--- src/quickq_consts.svh ---
`ifndef QUICKQ_CONSTS_SVH
`define QUICKQ_CONSTS_SVH

////////////////////////////////////////////////////////////
// Entry word layout
////////////////////////////////////////////////////////////

// Priority field width, lower value leaves first
`define QQ_PRIO_W 8
// Payload tag carried along with the priority
`define QQ_TAG_W 8
// Full entry word as stored in the RAM
`define QQ_W (`QQ_PRIO_W + `QQ_TAG_W)

////////////////////////////////////////////////////////////
// Queue geometry
////////////////////////////////////////////////////////////

// Capacity in entries
`define QQ_DEPTH 16
// RAM address width
`define QQ_AW 4
// Count width, one bit wider than the address
`define QQ_CW 5

`endif

--- src/quickq_ctrl_pkg.sv ---
package quickq_ctrl_pkg;

   // Router modes issued by the controller
   typedef enum logic [2:0] {
      // Router passes nothing
      VR_IDLE        = 3'd0,
      // Carry against stored entry, keep the smaller
      VR_ENQ_COMPARE = 3'd1,
      // Carry goes into the first empty slot
      VR_ENQ_TAIL    = 3'd2,
      // Entry 0 out as dequeue result
      VR_DEQ_HEAD    = 3'd3,
      // Stored entry moves down one index
      VR_DEQ_SHIFT   = 3'd4
   } vr_mode_t;

   // Last completed operation
   typedef enum logic [1:0] {
      LO_NONE = 2'b00,
      LO_ENQ  = 2'b01,
      LO_DEQ  = 2'b10
   } last_op_t;

endpackage

--- src/quickq_data_pkg.sv ---
`include "quickq_consts.svh"

package quickq_data_pkg;

   ////////////////////////////////////////////////////////////
   // Entry decoding
   ////////////////////////////////////////////////////////////

   // Priority sits in the upper bits
   typedef struct packed {
      logic [`QQ_PRIO_W-1:0] prio;
      logic [`QQ_TAG_W-1:0]  tag;
   } qq_entry_t;

   // Same word, seen raw or as fields
   typedef union packed {
      // RAM and port view
      logic [`QQ_W-1:0] raw;
      // Compare view
      qq_entry_t        f;
   } qq_word_u;

   // Ordering is by priority only, tag never compared
   function automatic logic prio_lt(qq_word_u a, qq_word_u b);
      return a.f.prio < b.f.prio;
   endfunction

endpackage

--- src/quickq_bram.sv ---
`timescale 1ns/100ps

`include "quickq_consts.svh"

module quickq_bram (
   input  logic             clk_i,
   input  logic             we_i,
   input  logic [`QQ_AW-1:0] addr_i,
   input  logic [`QQ_W-1:0]  wdata_i,
   output logic [`QQ_W-1:0]  rdata_o
);

   ////////////////////////////////////////////////////////////
   // Storage
   ////////////////////////////////////////////////////////////

   // Sorted entries, index 0 holds the head
   logic [`QQ_W-1:0] mem [`QQ_DEPTH];

   // Registered read data
   logic [`QQ_W-1:0] rdata_q;

   // Single port, read-first
   always_ff @(posedge clk_i) begin
      // Old word appears on the read side
      rdata_q <= mem[addr_i];
      if (we_i) begin
         mem[addr_i] <= wdata_i;
      end
   end

   // One cycle after the address
   assign rdata_o = rdata_q;

endmodule

--- src/quickq_value_router.sv ---
`timescale 1ns/100ps

`include "quickq_consts.svh"

module quickq_value_router (
   input  quickq_ctrl_pkg::vr_mode_t mode_i,
   input  logic [`QQ_W-1:0]          bram_out_i,
   input  logic [`QQ_W-1:0]          carry_i,
   output logic [`QQ_W-1:0]          bram_insert_o,
   output logic [`QQ_W-1:0]          carry_next_o,
   output logic                      swap_o,
   output logic [`QQ_W-1:0]          head_o
);

   import quickq_ctrl_pkg::*;
   import quickq_data_pkg::*;

   // Stored word and carried word in field view
   qq_word_u stored_u;
   qq_word_u carry_u;
   // Carry strictly ahead of the stored entry
   logic     carry_wins;

   ////////////////////////////////////////////////////////////
   // Decode
   ////////////////////////////////////////////////////////////

   always_comb begin
      stored_u.raw = bram_out_i;
      carry_u.raw  = carry_i;
      // Strict compare keeps equal priorities in arrival order
      carry_wins   = prio_lt(carry_u, stored_u);
   end

   ////////////////////////////////////////////////////////////
   // Route
   ////////////////////////////////////////////////////////////

   always_comb begin
      // Defaults hold the carry and write nothing useful
      bram_insert_o = '0;
      carry_next_o  = carry_i;
      swap_o        = 1'b0;
      head_o        = '0;

      case (mode_i)
         VR_ENQ_COMPARE: begin
            swap_o = carry_wins;
            if (carry_wins) begin
               // Carry takes the slot
               bram_insert_o = carry_u.raw;
               // Displaced entry walks on
               carry_next_o  = stored_u.raw;
            end else begin
               // Slot unchanged
               bram_insert_o = stored_u.raw;
               carry_next_o  = carry_u.raw;
            end
         end

         VR_ENQ_TAIL: begin
            // Largest value so far fills the tail
            bram_insert_o = carry_i;
         end

         VR_DEQ_HEAD: begin
            // Entry 0 as read
            head_o = bram_out_i;
         end

         VR_DEQ_SHIFT: begin
            // Word at i rewritten at i-1
            bram_insert_o = bram_out_i;
         end

         default: begin
            // VR_IDLE
            bram_insert_o = '0;
         end
      endcase
   end

   ////////////////////////////////////////////////////////////
   // Checks
   ////////////////////////////////////////////////////////////

   // No swap request from any other mode
   always_comb begin
      if (mode_i != VR_ENQ_COMPARE) begin
         a_swap_mode: assert (!swap_o)
            else $error("quickq_value_router swap outside compare");
      end
   end

   // Walking value never ahead of what stays behind
   always_comb begin
      qq_word_u ins_u;
      qq_word_u nxt_u;
      ins_u.raw = bram_insert_o;
      nxt_u.raw = carry_next_o;
      if (mode_i == VR_ENQ_COMPARE) begin
         a_order_kept: assert (!prio_lt(nxt_u, ins_u))
            else $error("quickq_value_router carry below inserted entry");
      end
   end

endmodule

--- src/quickq_ctrl.sv ---
`timescale 1ns/100ps

`include "quickq_consts.svh"

module quickq_ctrl (
   input  logic                      clk_i,
   input  logic                      rst_n_i,
   input  logic                      enq_i,
   input  logic                      deq_i,
   input  logic [`QQ_W-1:0]          data_i,
   input  logic [`QQ_W-1:0]          ram_rdata_i,
   input  logic [`QQ_W-1:0]          bram_insert_i,
   input  logic [`QQ_W-1:0]          carry_next_i,
   input  logic [`QQ_W-1:0]          head_i,
   output logic [`QQ_AW-1:0]         ram_addr_o,
   output logic                      ram_we_o,
   output logic [`QQ_W-1:0]          ram_wdata_o,
   output quickq_ctrl_pkg::vr_mode_t mode_o,
   output logic [`QQ_W-1:0]          carry_o,
   output logic                      ready_o,
   output logic                      done_o,
   output logic [`QQ_W-1:0]          data_o,
   output logic [`QQ_CW-1:0]         count_o,
   output logic                      full_o,
   output logic                      empty_o
);

   import quickq_ctrl_pkg::*;

   typedef enum logic [3:0] {
      ST_IDLE, ST_ENQ_RD, ST_ENQ_CMP, ST_TAIL,
      ST_DEQ_RD, ST_HEAD, ST_SH_RD, ST_SH_WR, ST_DONE
   } state_t;

   state_t            state_q, state_d;
   logic [`QQ_AW-1:0] idx_q, idx_d;
   logic [`QQ_CW-1:0] count_q;
   // Index of the last stored entry
   logic [`QQ_CW-1:0] cnt_m1;
   logic              at_last;
   logic              full_q, empty_q;
   last_op_t          last_op_q;
   logic [`QQ_W-1:0]  carry_q;
   logic [`QQ_W-1:0]  data_q;
   logic              enq_acc, deq_acc, finish;
   // Carry holds a displaced entry, rest of the walk only shifts
   logic              shift_on_q;

   ////////////////////////////////////////////////////////////
   // Command acceptance
   ////////////////////////////////////////////////////////////

   // Enqueue wins a tie
   assign enq_acc = (state_q == ST_IDLE) && enq_i && !full_q;
   assign deq_acc = (state_q == ST_IDLE) && deq_i && !enq_i && !empty_q;

   assign cnt_m1  = count_q - 1'b1;
   assign at_last = (idx_q == cnt_m1[`QQ_AW-1:0]);
   // Operation ends on this edge
   assign finish  = (state_d == ST_DONE);

   // Next state and walk index
   always_comb begin
      state_d = state_q;
      idx_d   = idx_q;
      case (state_q)
         ST_IDLE: begin
            if (enq_acc) begin
               idx_d   = '0;
               // Empty queue goes straight to the tail write
               state_d = empty_q ? ST_TAIL : ST_ENQ_RD;
            end else if (deq_acc) begin
               idx_d   = '0;
               state_d = ST_DEQ_RD;
            end
         end
         ST_ENQ_RD:  state_d = ST_ENQ_CMP;
         ST_ENQ_CMP: begin
            // Tail slot is one past the last entry
            idx_d   = idx_q + 1'b1;
            state_d = at_last ? ST_TAIL : ST_ENQ_RD;
         end
         ST_TAIL:    state_d = ST_DONE;
         ST_DEQ_RD:  state_d = ST_HEAD;
         ST_HEAD: begin
            if (at_last) begin
               state_d = ST_DONE;
            end else begin
               idx_d   = `QQ_AW'(1);
               state_d = ST_SH_RD;
            end
         end
         ST_SH_RD:   state_d = ST_SH_WR;
         ST_SH_WR: begin
            if (at_last) begin
               state_d = ST_DONE;
            end else begin
               idx_d   = idx_q + 1'b1;
               state_d = ST_SH_RD;
            end
         end
         default:    state_d = ST_IDLE;
      endcase
   end

   ////////////////////////////////////////////////////////////
   // State, count and flags
   ////////////////////////////////////////////////////////////

   always_ff @(posedge clk_i) begin
      if (!rst_n_i) begin
         state_q    <= ST_IDLE;
         idx_q      <= '0;
         count_q    <= '0;
         full_q     <= 1'b0;
         empty_q    <= 1'b1;
         last_op_q  <= LO_NONE;
         data_q     <= '0;
         shift_on_q <= 1'b0;
      end else begin
         state_q <= state_d;
         idx_q   <= idx_d;
         // Operation in flight, stays as last op after done
         if (enq_acc) begin
            last_op_q <= LO_ENQ;
         end else if (deq_acc) begin
            last_op_q <= LO_DEQ;
         end
         // First swap hands the stored word to the carry
         if (enq_acc) begin
            shift_on_q <= 1'b0;
         end else if ((state_q == ST_ENQ_CMP) && (carry_next_i != carry_q)) begin
            shift_on_q <= 1'b1;
         end
         if (finish) begin
            case (last_op_q)
               LO_ENQ: begin
                  count_q <= count_q + 1'b1;
                  empty_q <= 1'b0;
                  full_q  <= (count_q == `QQ_CW'(`QQ_DEPTH - 1));
               end
               LO_DEQ: begin
                  count_q <= count_q - 1'b1;
                  full_q  <= 1'b0;
                  empty_q <= (count_q == `QQ_CW'(1));
                  // Single entry finishes from the head state
                  data_q  <= (state_q == ST_HEAD) ? head_i : carry_q;
               end
               default: count_q <= count_q;
            endcase
         end
      end
   end

   // Carry register, also parks the head during shifts
   always_ff @(posedge clk_i) begin
      if (enq_acc) begin
         carry_q <= data_i;
      end else if (state_q == ST_ENQ_CMP) begin
         // Displaced entries move up one slot in their stored order
         carry_q <= shift_on_q ? ram_rdata_i : carry_next_i;
      end else if (state_q == ST_HEAD) begin
         carry_q <= head_i;
      end
   end

   ////////////////////////////////////////////////////////////
   // RAM and router drive
   ////////////////////////////////////////////////////////////

   // Shift write lands one below the read index
   assign ram_addr_o  = (state_q == ST_SH_WR) ? idx_q - 1'b1 : idx_q;
   assign ram_we_o    = (state_q == ST_ENQ_CMP) || (state_q == ST_TAIL) ||
                        (state_q == ST_SH_WR);
   assign ram_wdata_o = bram_insert_i;

   always_comb begin
      case (state_q)
         // After the first swap the carry is written unconditionally
         ST_ENQ_CMP: mode_o = shift_on_q ? VR_ENQ_TAIL : VR_ENQ_COMPARE;
         ST_TAIL:    mode_o = VR_ENQ_TAIL;
         ST_HEAD:    mode_o = VR_DEQ_HEAD;
         ST_SH_WR:   mode_o = VR_DEQ_SHIFT;
         default:    mode_o = VR_IDLE;
      endcase
   end

   assign carry_o = carry_q;
   assign ready_o = (state_q == ST_IDLE);
   assign done_o  = (state_q == ST_DONE);
   assign data_o  = data_q;
   assign count_o = count_q;
   assign full_o  = full_q;
   assign empty_o = empty_q;

   // Count bounded by capacity
   a_count_bound: assert property (
      @(posedge clk_i) disable iff (!rst_n_i) count_q <= `QQ_DEPTH
   ) else $error("quickq_ctrl count above depth");

   // RAM untouched while idle
   a_idle_no_write: assert property (
      @(posedge clk_i) disable iff (!rst_n_i) (state_q == ST_IDLE) |-> !ram_we_o
   ) else $error("quickq_ctrl write while idle");

endmodule

--- src/quickq_top.sv ---
`timescale 1ns/100ps

`include "quickq_consts.svh"

module quickq_top (
   input  logic              clk_i,
   input  logic              rst_n_i,
   input  logic              enq_i,
   input  logic              deq_i,
   input  logic [`QQ_W-1:0]  data_i,
   output logic              ready_o,
   output logic              done_o,
   output logic [`QQ_W-1:0]  data_o,
   output logic [`QQ_CW-1:0] count_o,
   output logic              full_o,
   output logic              empty_o
);

   import quickq_ctrl_pkg::*;

   ////////////////////////////////////////////////////////////
   // Internal nets
   ////////////////////////////////////////////////////////////

   // RAM port
   logic [`QQ_AW-1:0] ram_addr;
   logic              ram_we;
   logic [`QQ_W-1:0]  ram_wdata;
   logic [`QQ_W-1:0]  ram_rdata;
   // Router control and results
   vr_mode_t          mode;
   logic [`QQ_W-1:0]  carry;
   logic [`QQ_W-1:0]  bram_insert;
   logic [`QQ_W-1:0]  carry_next;
   logic              swap;
   logic [`QQ_W-1:0]  head;

   quickq_ctrl u_ctrl (
      .clk_i         (clk_i),
      .rst_n_i       (rst_n_i),
      .enq_i         (enq_i),
      .deq_i         (deq_i),
      .data_i        (data_i),
      .ram_rdata_i   (ram_rdata),
      .bram_insert_i (bram_insert),
      .carry_next_i  (carry_next),
      .head_i        (head),
      .ram_addr_o    (ram_addr),
      .ram_we_o      (ram_we),
      .ram_wdata_o   (ram_wdata),
      .mode_o        (mode),
      .carry_o       (carry),
      .ready_o       (ready_o),
      .done_o        (done_o),
      .data_o        (data_o),
      .count_o       (count_o),
      .full_o        (full_o),
      .empty_o       (empty_o)
   );

   quickq_bram u_bram (
      .clk_i   (clk_i),
      .we_i    (ram_we),
      .addr_i  (ram_addr),
      .wdata_i (ram_wdata),
      .rdata_o (ram_rdata)
   );

   quickq_value_router u_router (
      .mode_i        (mode),
      .bram_out_i    (ram_rdata),
      .carry_i       (carry),
      .bram_insert_o (bram_insert),
      .carry_next_o  (carry_next),
      .swap_o        (swap),
      .head_o        (head)
   );

   // Displaced entry becomes the carry on the next edge
   a_swap_carry: assert property (
      @(posedge clk_i) disable iff (!rst_n_i) swap |=> (carry == $past(ram_rdata))
   ) else $error("quickq_top carry missed displaced entry");

endmodule

--- config.mk ---
export PLATFORM = sky130hd
export DESIGN_NAME = quickq_top
export DESIGN_NICKNAME = d
export VERILOG_FILES = /design/src/quickq_ctrl_pkg.sv /design/src/quickq_data_pkg.sv /design/src/quickq_bram.sv /design/src/quickq_value_router.sv /design/src/quickq_ctrl.sv /design/src/quickq_top.sv
export VERILOG_INCLUDE_DIRS = /design/src
export SDC_FILE = /design/constraint.sdc
export NUM_CORES = 1
export LEC_CHECK = 0
export ABC_AREA = 1
export BUFFER_PORTS_ARGS = -buffer_cell sky130_fd_sc_hd__buf_4
export CAP_MARGIN = 15
export CORE_MARGIN = 2
export CORE_UTILIZATION = 62
export DETAILED_ROUTE_END_ITERATION = 8
export PLACE_DENSITY = 0.87
export SLEW_MARGIN = 40
export SYNTH_ARGS = -nofsm -noshare
export SYNTH_HDL_FRONTEND = slang
export SYNTH_SLANG_ARGS = --single-unit
--- constraint.sdc ---
create_clock -name clk_i -period 3.08 [get_ports clk_i]
set_clock_uncertainty 0.1 [all_clocks]
set_input_delay 0.462 -clock clk_i [delete_from_list [all_inputs] [get_ports clk_i]]
set_output_delay 0.462 -clock clk_i [all_outputs]
set_load 0.02 [all_outputs]
Word level (Yosys, flattened, before mapping). Memory sizes are Yosys's and may differ from the RTL's. A register that Yosys moved wholly into a read port is not among the register bits. Index checks and enable logic that the tools add are counted.

Muxes and demuxes: 30. Reduce and logical (&&, ||, !) cells: 20. Bitwise logic cells: 1. Equality and inequality tests: 22. $lt $le $gt $ge: 1. Divide/modulo/power cells: 0. Shift operators: 0. Add/subtract/negate cells: 4. $mul: 0.

Operator list (number): 16-bit 2-to-1 mux (8); 16-bit one-hot mux with 3 select lines (1); 4-bit 2-to-1 mux (8); 4-bit one-hot mux with 7 select lines (1); 4-bit by 3-bit equality test with 1-bit output (second input constant) (4); 16-bit inequality test (1); 4-bit one-hot mux with 4 select lines (1); 3-bit one-hot mux with 4 select lines (1); 5-bit one-hot mux with 2 select lines (1); 4-bit by 2-bit equality test with 1-bit output (second input constant) (2); 4-bit equality test (second input constant) (2); 8-bit less-than comparator (1); 3-bit by 2-bit equality test with 1-bit output (second input constant) (2); 1-bit logical AND (6); 2-bit 2-to-1 mux (3); 5-bit by 1-bit adder with 5-bit output (second input constant) (1); 5-bit by 1-bit equality test with 1-bit output (second input constant) (1); 5-bit by 4-bit equality test with 1-bit output (second input constant) (1); 5-bit by 1-bit subtractor with 5-bit output (second input constant) (1); 4-bit by 1-bit adder with 4-bit output (second input constant) (1); 4-bit by 1-bit equality test with 1-bit output (second input constant) (1); 4-bit equality test (1); 4-bit zero test (1); 1-bit 2-to-1 mux (4); other kinds (16) (24).

Memory bits (read-only): 0. Memory bits (writable): 256. Word-level logic and storage cells: 89. Flip-flop bits (word level): 50. Input bits: 20. Bits in latches: 0. Memories: 1. Output and inout port bits: 25.

Memory list: u_bram.mem (words 16, width 16, rd ports 1, clocked after Yosys merged registers in 1, write ports 1, line quickq_bram.sv:18) `` logic [`QQ_W-1:0] mem [`QQ_DEPTH]; ``.

Longest topological paths before layout. Gate-level depths: netlist (run 1).

Depth in word-level cells: 9. Depth in mapped cells: 16. Gate-level depth less buffers: 15.

Hierarchy. From an unflattened synthesis (run 1), not the netlist that was laid out.

Cell total of the unflattened synthesis: 1704. Area total of the unflattened synthesis: 15249.6 µm².

Modules (own cells, without submodules): quickq_bram (instances 1, sequential area each 8007.7 µm², cells each 1070, area an instance 11151.9 µm²); quickq_ctrl (instances 1, sequential area each 1001.0 µm², cells each 479, area an instance 3340.7 µm²); quickq_value_router (instances 1, sequential area each 0.0 µm², cells each 155, area an instance 757.0 µm²).

Worst setup path before layout (run 1). OpenSTA, ideal clock, no wires.

Kind: register to register. Start: register u_ctrl.idx_q[0]. End: memory u_bram.mem[7][0] in the netlist's numbering (enable). Path slack: 0.262 ns. Cell stages (with the launch flop): 10. Clock period less this slack: 2.818 ns. Arrival: 2.330 ns. Library setup time: 0.388 ns. Buffers on the path: 2. Required time: 2.592 ns. Cells stage by stage: dfxtp_1 inv_1 ha_1 o21ai_2 inv_2 nor2_1 buf_4 buf_2 nand2_1 nor2_1.

Cells in the longest elaborated chain, start to end: 2.

Ends and longest elaborated chain: start: declaration (line quickq_ctrl.sv:36) `` logic [`QQ_AW-1:0] idx_q, idx_d; ``; start signal: assignment (line quickq_ctrl.sv:122) `idx_q <= idx_d;`; 4-bit by 1-bit subtractor with 4-bit output (line quickq_ctrl.sv:172) `assign ram_addr_o = (state_q == ST_SH_WR) ? idx_q - 1'b1 : idx_q;`; 4-bit 2-to-1 mux (*) (line quickq_ctrl.sv:172); end: declaration (line quickq_bram.sv:18).

Every way passes the cells marked *; elsewhere a longest branch is shown, timed or not.

Worst setup path after layout (run 1).
Start: register u_bram.rdata_q[11], in the netlist u_bram.rdata_o[11] (read register of u_bram.mem). End: memory u_bram.mem[9][5] in the netlist's numbering (data pin).

Cells in the longest elaborated chain, start to end: 3.

Ends and longest elaborated chain: start: declaration (line quickq_bram.sv:21) `` logic [`QQ_W-1:0] rdata_q; ``; 8-bit less-than comparator (line quickq_data_pkg.sv:25) `return a.f.prio < b.f.prio;`; 16-bit 2-to-1 mux (line quickq_value_router.sv:49) `if (carry_wins) begin`; 16-bit one-hot mux with 3 select lines (line quickq_value_router.sv:46) `case (mode_i)`; named net bram_insert[5] (line quickq_top.sv:33) `` logic [`QQ_W-1:0] bram_insert; ``.

The timed path passes the listed nets, and every way through them passes these cells.

==> results of run 1 <==
## worst reg2reg max path, cell delays in order (launching register included)
cell	delay (ps)
dfxtp_1	370
inv_1	100
ha_1	310
nand2_1	60
inv_1	30
nand2_1	50
nand2_1	60
nand2_2	180
nand3_4	90
nand3_1	160
clkinvlp_4	430
o22ai_1	500
buf_4	290
## power groups by stage
| stage | logic [µW] | registers (µW) | clock network, µW |
|---|---|---|---|
| finish | 2790 | 5580 | 3480 |
| global route | 3060 | 5600 | 3660 |
| CTS | 2670 | 5570 | 3490 |
| global placement | 2540 | 5640 | 0 |
| floorplan | 1790 | 5580 | 0 |
| detailed placement | 2630 | 5660 | 0 |
## stage by stage
stage / std cells / total power, µW
after floorplan: 1131 / 7360
after global placement: 1450 / 8190
after detailed placement: 1451 / 8280
after CTS: 1509 / 11700
after global routing: 1509 / 12300
final: 1509 / 11800
## cell type report
cell class	count	area, µm²
clock buffer	48	872
clock inverter	10	56.3
fill	1302	5820
inverter	81	310
multi-input combinational	675	3830
sequential	322	9010
tap	275	344
timing repair buffer	98	783
## metal layers
metal / vias up / wire length [µm]
li1: 4272 / -
met1: 4655 / 12400
met2: 744 / 16300
met3: 125 / 4330
met4: 2 / 1270
met5: - / 10
## Yosys cell counts (all sizes together)
cell type / number
edfxtp: 256
nand2: 223
a22oi: 130
nor2: 114
inv: 80
dfxtp: 66
o21ai: 53
buf: 38
nand4: 27
a21oi: 25
o22ai: 20
nand3: 16
clkbuf: 15
ha: 14
o211ai: 12
xor2: 11
a41oi: 9
a221oi: 7
nor3: 6
a31oi: 2
o21a: 2
a211oi: 1
a32oi: 1
clkinv: 1
nor3b: 1
o41ai: 1
## how the worst min path moves through the flow
stage | endpoint | slack [ps] | cells past startpoint
floorplan | u_ctrl.last_op_q[0] | 340 | 2
detailed placement | u_ctrl.last_op_q[1] | 360 | 1
CTS | u_ctrl.carry_o[13] | 50 | 3
global placement | u_ctrl.last_op_q[0] | 350 | 2
finish | u_ctrl.carry_o[13] | 60 | 3
global route | u_ctrl.carry_o[1] | 70 | 3
## cell families after synthesis
group / share of synthesized area (%)
buf+inv: 4.34
fa+ha+maj: 1.32
compound gates: 13.3
simple gates: 12.4
flops: 67.6
xor+xnor: 0.977
## flip-flops by register name, summed over array words and instances (netlist names), 2 cells and up
| name | cells |
|---|---|
| u_bram.mem | 256 |
| u_bram.rdata_o | 16 |
| u_ctrl.carry_o | 16 |
| u_ctrl.data_o | 16 |
| u_ctrl.count_o | 5 |
| u_ctrl.idx_q | 4 |
| u_ctrl.state_q | 4 |
| u_ctrl.last_op_q | 2 |
==> flow_metrics.py, run 1 <==
metrics = {
    "pwr": {
        "power_frac_clock_pct": 29.3,
        "vdd_drop_max_v": 0.000450,
        "p_leak_uw": 0.00579,
        "swShare_pct": 31.4,
        "p_comb_share_pct": 23.5,
        "seqPwrFrac_pct": 47.1,
        "power_density_nw_per_um2": 779,
        "switching_power_uw": 3720,
        "cell_internal_pwr_uw": 8120,
    },
    "placed_design": {
        "routabilityCongestion": 0.986,
        "dp_hpwl_um": 21200,
        "placed_cell_area_um2": 14200,
        "pre_cts_ws_ps": 121,
        "port_buffers": 44,
    },
    "sta": {
        "setup_tns_ps": 0,
        "holdWs_ps": 56.5,
        "finalCriticalPeriod_ps": 2910,
        "maxSlewViolCount": 0,
        "fin_ws_ps": 170,
        "clock.fmax_mhz": 344,
        "slew_headroom_pct": 58.6,
        "worst_slew_pin_slew_ps": 620,
        "rsz0062_at_grt": "false",
        "finalCritPeriodShare_pct": 94.5,
        "setup_viol": 0,
        "hold_violations": 0,
    },
    "global_routing": {
        "grt.overflow.total": 0,
        "busiest_layer": "met2",
        "grt_pass1_vias": 9427,
        "grt_usage_pct": 30.4,
        "gr-usage-met3_pct": 5.64,
        "grt_use_met2_pct": 49.4,
        "grt_max_degree": 61,
        "antenna_found_initial": 1,
        "grt_pass1_wl_um": 52400,
        "use_met1_pct": 40.9,
    },
    "critical_path": {
        "crit_start": "u_bram.rdata_o[11]",
        "cp.arrival_ps": 3200,
        "r2r-end": "u_bram.mem[9][5]",
        "crit_chain": "inv_1, ha_1, nand2_1, inv_1, nand2_1, nand2_1, nand2_2, nand3_4, nand3_1, clkinvlp_4, o22ai_1, buf_4",
        "r2r_slack_ps": 170,
        "cp-endpoint": "u_bram.mem[9][5]",
        "r2r_cells": 12,
        "critPathKind": "flop to flop",
        "cp_max_fo": 16,
        "start_kind": "flop",
        "critical_path.top_delay_family": "buffers and inverters",
        "required_ps": 3370,
        "end_kind": "flop",
        "rr_startpoint": "u_bram.rdata_o[11]",
        "cp_common_cell": "nand2_1",
        "max_stage_delay_ps": 490,
        "cp_num_buf_inv": 4,
        "crit_path_top_delay_cell": "o22ai_1",
        "crit_cells": 12,
    },
    "cts": {
        "clockBufferDepth": 3,
        "holdBufCountCts": 0,
        "h-tree-depth": 1,
        "clock_latency_ps": 560,
        "cts.sinks": 322,
        "cts_tree": "yes",
        "ctsResizeCount": 0,
        "post_cts_buffers": 0,
        "cts-root-buf": "clkbuf_16",
        "path_clk_slew_ps": 60,
        "cts_buffers": 31,
    },
    "yosys": {
        "yosysWarnings": 0,
        "syn_avg_cell_area_um2": 11.8,
        "synth-seq-cells": 322,
        "syn_area_um2": 13300,
        "postSynthCellCount": 1131,
        "ys_seq_area_share_pct": 67.6,
        "synth.top_cell.area_share_pct": 57.7,
        "synth_area_leaders": "edfxtp_1 58%, dfxtp_1 9.9%, a22oi_1 7.3%",
        "yosysUniqueCellTypes": 42,
        "synthesis.nets": 1165,
        "synth_top_cell_by_area": "edfxtp_1",
    },
    "detailed_routing": {
        "wl_per_cell_um": 22.7,
        "drc_errors": 0,
        "vias_per_cell": 6.49,
        "ant_nets": 0,
        "vias": 9798,
        "routed_wl_um": 34300,
        "detail_route.first_pass.iterations": 6,
        "drtIter0Drc": 1129,
    },
    "floorplanning": {
        "num_rows": 53,
        "die_area_um2": 22700,
        "ios": 45,
        "core_um2": 21000,
        "dieHeight_um": 151,
        "start_util_pct": 63.4,
        "chipWidth_um": 151,
    },
    "layout": {
        "layout_common_cells": "256 x edfxtp_1, 211 x nand2_1, 130 x a22oi_1",
        "n_antenna_cell": 0,
        "nets": 1243,
        "utilization_pct": 72.3,
        "final_area_um2": 15200,
        "syn_to_final_growth_pct": 14.1,
        "layout-drive-gt1-share_pct": 15.9,
        "mostFrequentLayoutCell": "edfxtp_1",
    },
    "status": {
        "status": "completed",
    },
    "hold_path": {
        "holdCritStartpoint": "data_i[13]",
        "hold_class": "primary input to flop",
    },
    "run": {
        "drv_cap": 0,
    },
}
Power figures use the tool's default switching activity.
==> run 2, diff against run 1 <==
--- a/config.mk
+++ b/config.mk
@@ -12,7 +12,7 @@
 export CORE_MARGIN = 2
 export CORE_UTILIZATION = 62
 export DETAILED_ROUTE_END_ITERATION = 8
-export PLACE_DENSITY = 0.87
+export PLACE_DENSITY_LB_ADDON = 0.3
 export SLEW_MARGIN = 40
 export SYNTH_ARGS = -nofsm -noshare
 export SYNTH_HDL_FRONTEND = slang
==> flow_metrics.py, run 2 (synthesis results as in run 1) <==
metrics = {
    "cts": {
        "cts_buffers": 31,
        "path_clk_slew_ps": 60,
        "h-tree-depth": 1,
        "holdBufCountCts": 0,
        "cts_tree": "yes",
        "post_cts_buffers": 0,
        "cts-root-buf": "clkbuf_16",
        "clockBufferDepth": 3,
        "ctsResizeCount": 0,
        "clock_latency_ps": 590,
        "cts.sinks": 322,
    },
    "global_routing": {
        "antenna_found_initial": 1,
        "grt_pass1_vias": 9148,
        "grt.overflow.total": 0,
        "grt_max_degree": 65,
        "grt_usage_pct": 28.8,
        "grt_pass1_wl_um": 49800,
    },
    "layout": {
        "utilization_pct": 72.6,
        "n_antenna_cell": 0,
        "mostFrequentLayoutCell": "edfxtp_1",
        "layout-drive-gt1-share_pct": 16.9,
        "layout_common_cells": "256 x edfxtp_1, 211 x nand2_1, 130 x a22oi_1",
        "nets": 1254,
        "fillers": 1367,
        "final_area_um2": 15300,
        "largest_reg_flops": 256,
        "syn_to_final_growth_pct": 14.5,
        "top_register": "u_bram.mem",
    },
    "sta": {
        "finalCriticalPeriod_ps": 2850,
        "maxSlewViolCount": 0,
        "hold_violations": 0,
        "setup_tns_ps": 0,
        "clock.fmax_mhz": 351,
        "slew_headroom_pct": 48.6,
        "holdWs_ps": 31.0,
        "worst_slew_pin_slew_ps": 771,
        "setup_viol": 0,
        "finalCritPeriodShare_pct": 92.4,
        "rsz0062_at_grt": "false",
    },
    "run": {
        "drv_cap": 0,
    },
    "floorplanning": {
        "ios": 45,
        "core_um2": 21000,
        "num_rows": 53,
        "start_util_pct": 63.4,
        "die_area_um2": 22700,
        "dieHeight_um": 151,
        "chipWidth_um": 151,
    },
    "hold_path": {
        "hold_class": "primary input to flop",
    },
    "detailed_routing": {
        "vias_per_cell": 6.12,
        "ant_nets": 0,
        "routed_wl_um": 32300,
        "vias": 9298,
        "drc_errors": 0,
        "drtIter0Drc": 836,
        "detail_route.first_pass.iterations": 6,
        "wl_per_cell_um": 21.2,
    },
    "pwr": {
        "p_leak_uw": 0.00583,
        "p_total_uw": 11900,
        "power_density_nw_per_um2": 782,
        "vdd_drop_max_v": 0.000572,
    },
    "critical_path": {
        "cp_max_fo": 64,
        "r2r_slack_ps": 230,
        "end_kind": "flop",
        "cp.arrival_ps": 3230,
        "required_ps": 3460,
        "critPathKind": "flop to flop",
        "start_kind": "flop",
    },
    "placed_design": {
        "port_buffers": 44,
        "routabilityCongestion": 0.958,
        "dp_hpwl_um": 20600,
        "placed_cell_area_um2": 14300,
    },
    "status": {
        "status": "completed",
    },
}
-- run 2: cell count changes in the layout (fill, tap and decap cells not counted), moves of 2 or more --
cell | previous run | this run
buf_4 | 93 | 106
clkbuf_1 | 12 | 9
clkbuf_2 | 2 | 0
clkinv_1 | 2 | 4
clkinv_2 | 5 | 9
nor2_1 | 104 | 90
nor2_2 | 4 | 18
o22ai_1 | 10 | 20
o22ai_2 | 9 | 0
-- run 2: stage by stage --
| stage | std cells | setup slack [ps] |
|---|---|---|
| 4_1_cts | 1520 | 261 |
| 5_1_grt | 1520 | 82.3 |
| 6_report | 1520 | 233 |
| 2_1_floorplan | 1131 | 262 |
| 3_5_place_dp | 1462 | 296 |
| 3_3_place_gp | 1462 | 380 |
-- run 2: critical path, cell delays in order, from the launching register on --
cell     delay (ps)
dfxtp_1         410
inv_1           130
ha_1            340
o21ai_2         330
inv_2           120
nor2_4          120
buf_4           630
a22oi_1         180
nand2_1         130
nand2_1          60
nand4_1         190
-- run 2: power breakdown --
part | leakage, µW | total [µW] | internal (µW) | switching, µW
clock network | 0.000468 | 3530 | 1930 | 1600
registers | 0.00293 | 5610 | 5320 | 294
logic | 0.00243 | 2780 | 901 | 1880
-- run 2: layout make-up --
| type | instances | area (µm²) | share of cell area [%] |
|---|---|---|---|
| clock buffer | 43 | 851 | 5.58 |
| clock inverter | 15 | 92.6 | 0.607 |
| inverter | 81 | 307 | 2.01 |
| multi-input combinational | 675 | 3790 | 24.9 |
| sequential | 322 | 9010 | 59.1 |
| tap | 275 | 344 | 2.26 |
| timing repair buffer | 109 | 856 | 5.61 |
-- run 2: layer usage --
metal / global-route usage, % / part of all wire, % / up-vias
met5: 0 / 0 / -
met4: 9.91 / 2.6 / 0
met3: 5.21 / 10 / 77
met2: 47.9 / 49 / 519
met1: 38.6 / 39 / 4405
li1: - / - / 4297
-- run 2: worst paths after layout --
path | start | end | depth (start not counted)
worst max-delay path | u_ctrl.idx_q[0] | u_bram.rdata_o[15] | 10
worst max register to register | u_ctrl.idx_q[0] | u_bram.rdata_o[15] | 10
worst min register to register | u_ctrl.last_op_q[1] | u_ctrl.last_op_q[1] | 1
worst min-delay path | data_i[1] | u_ctrl.carry_o[1] | 3
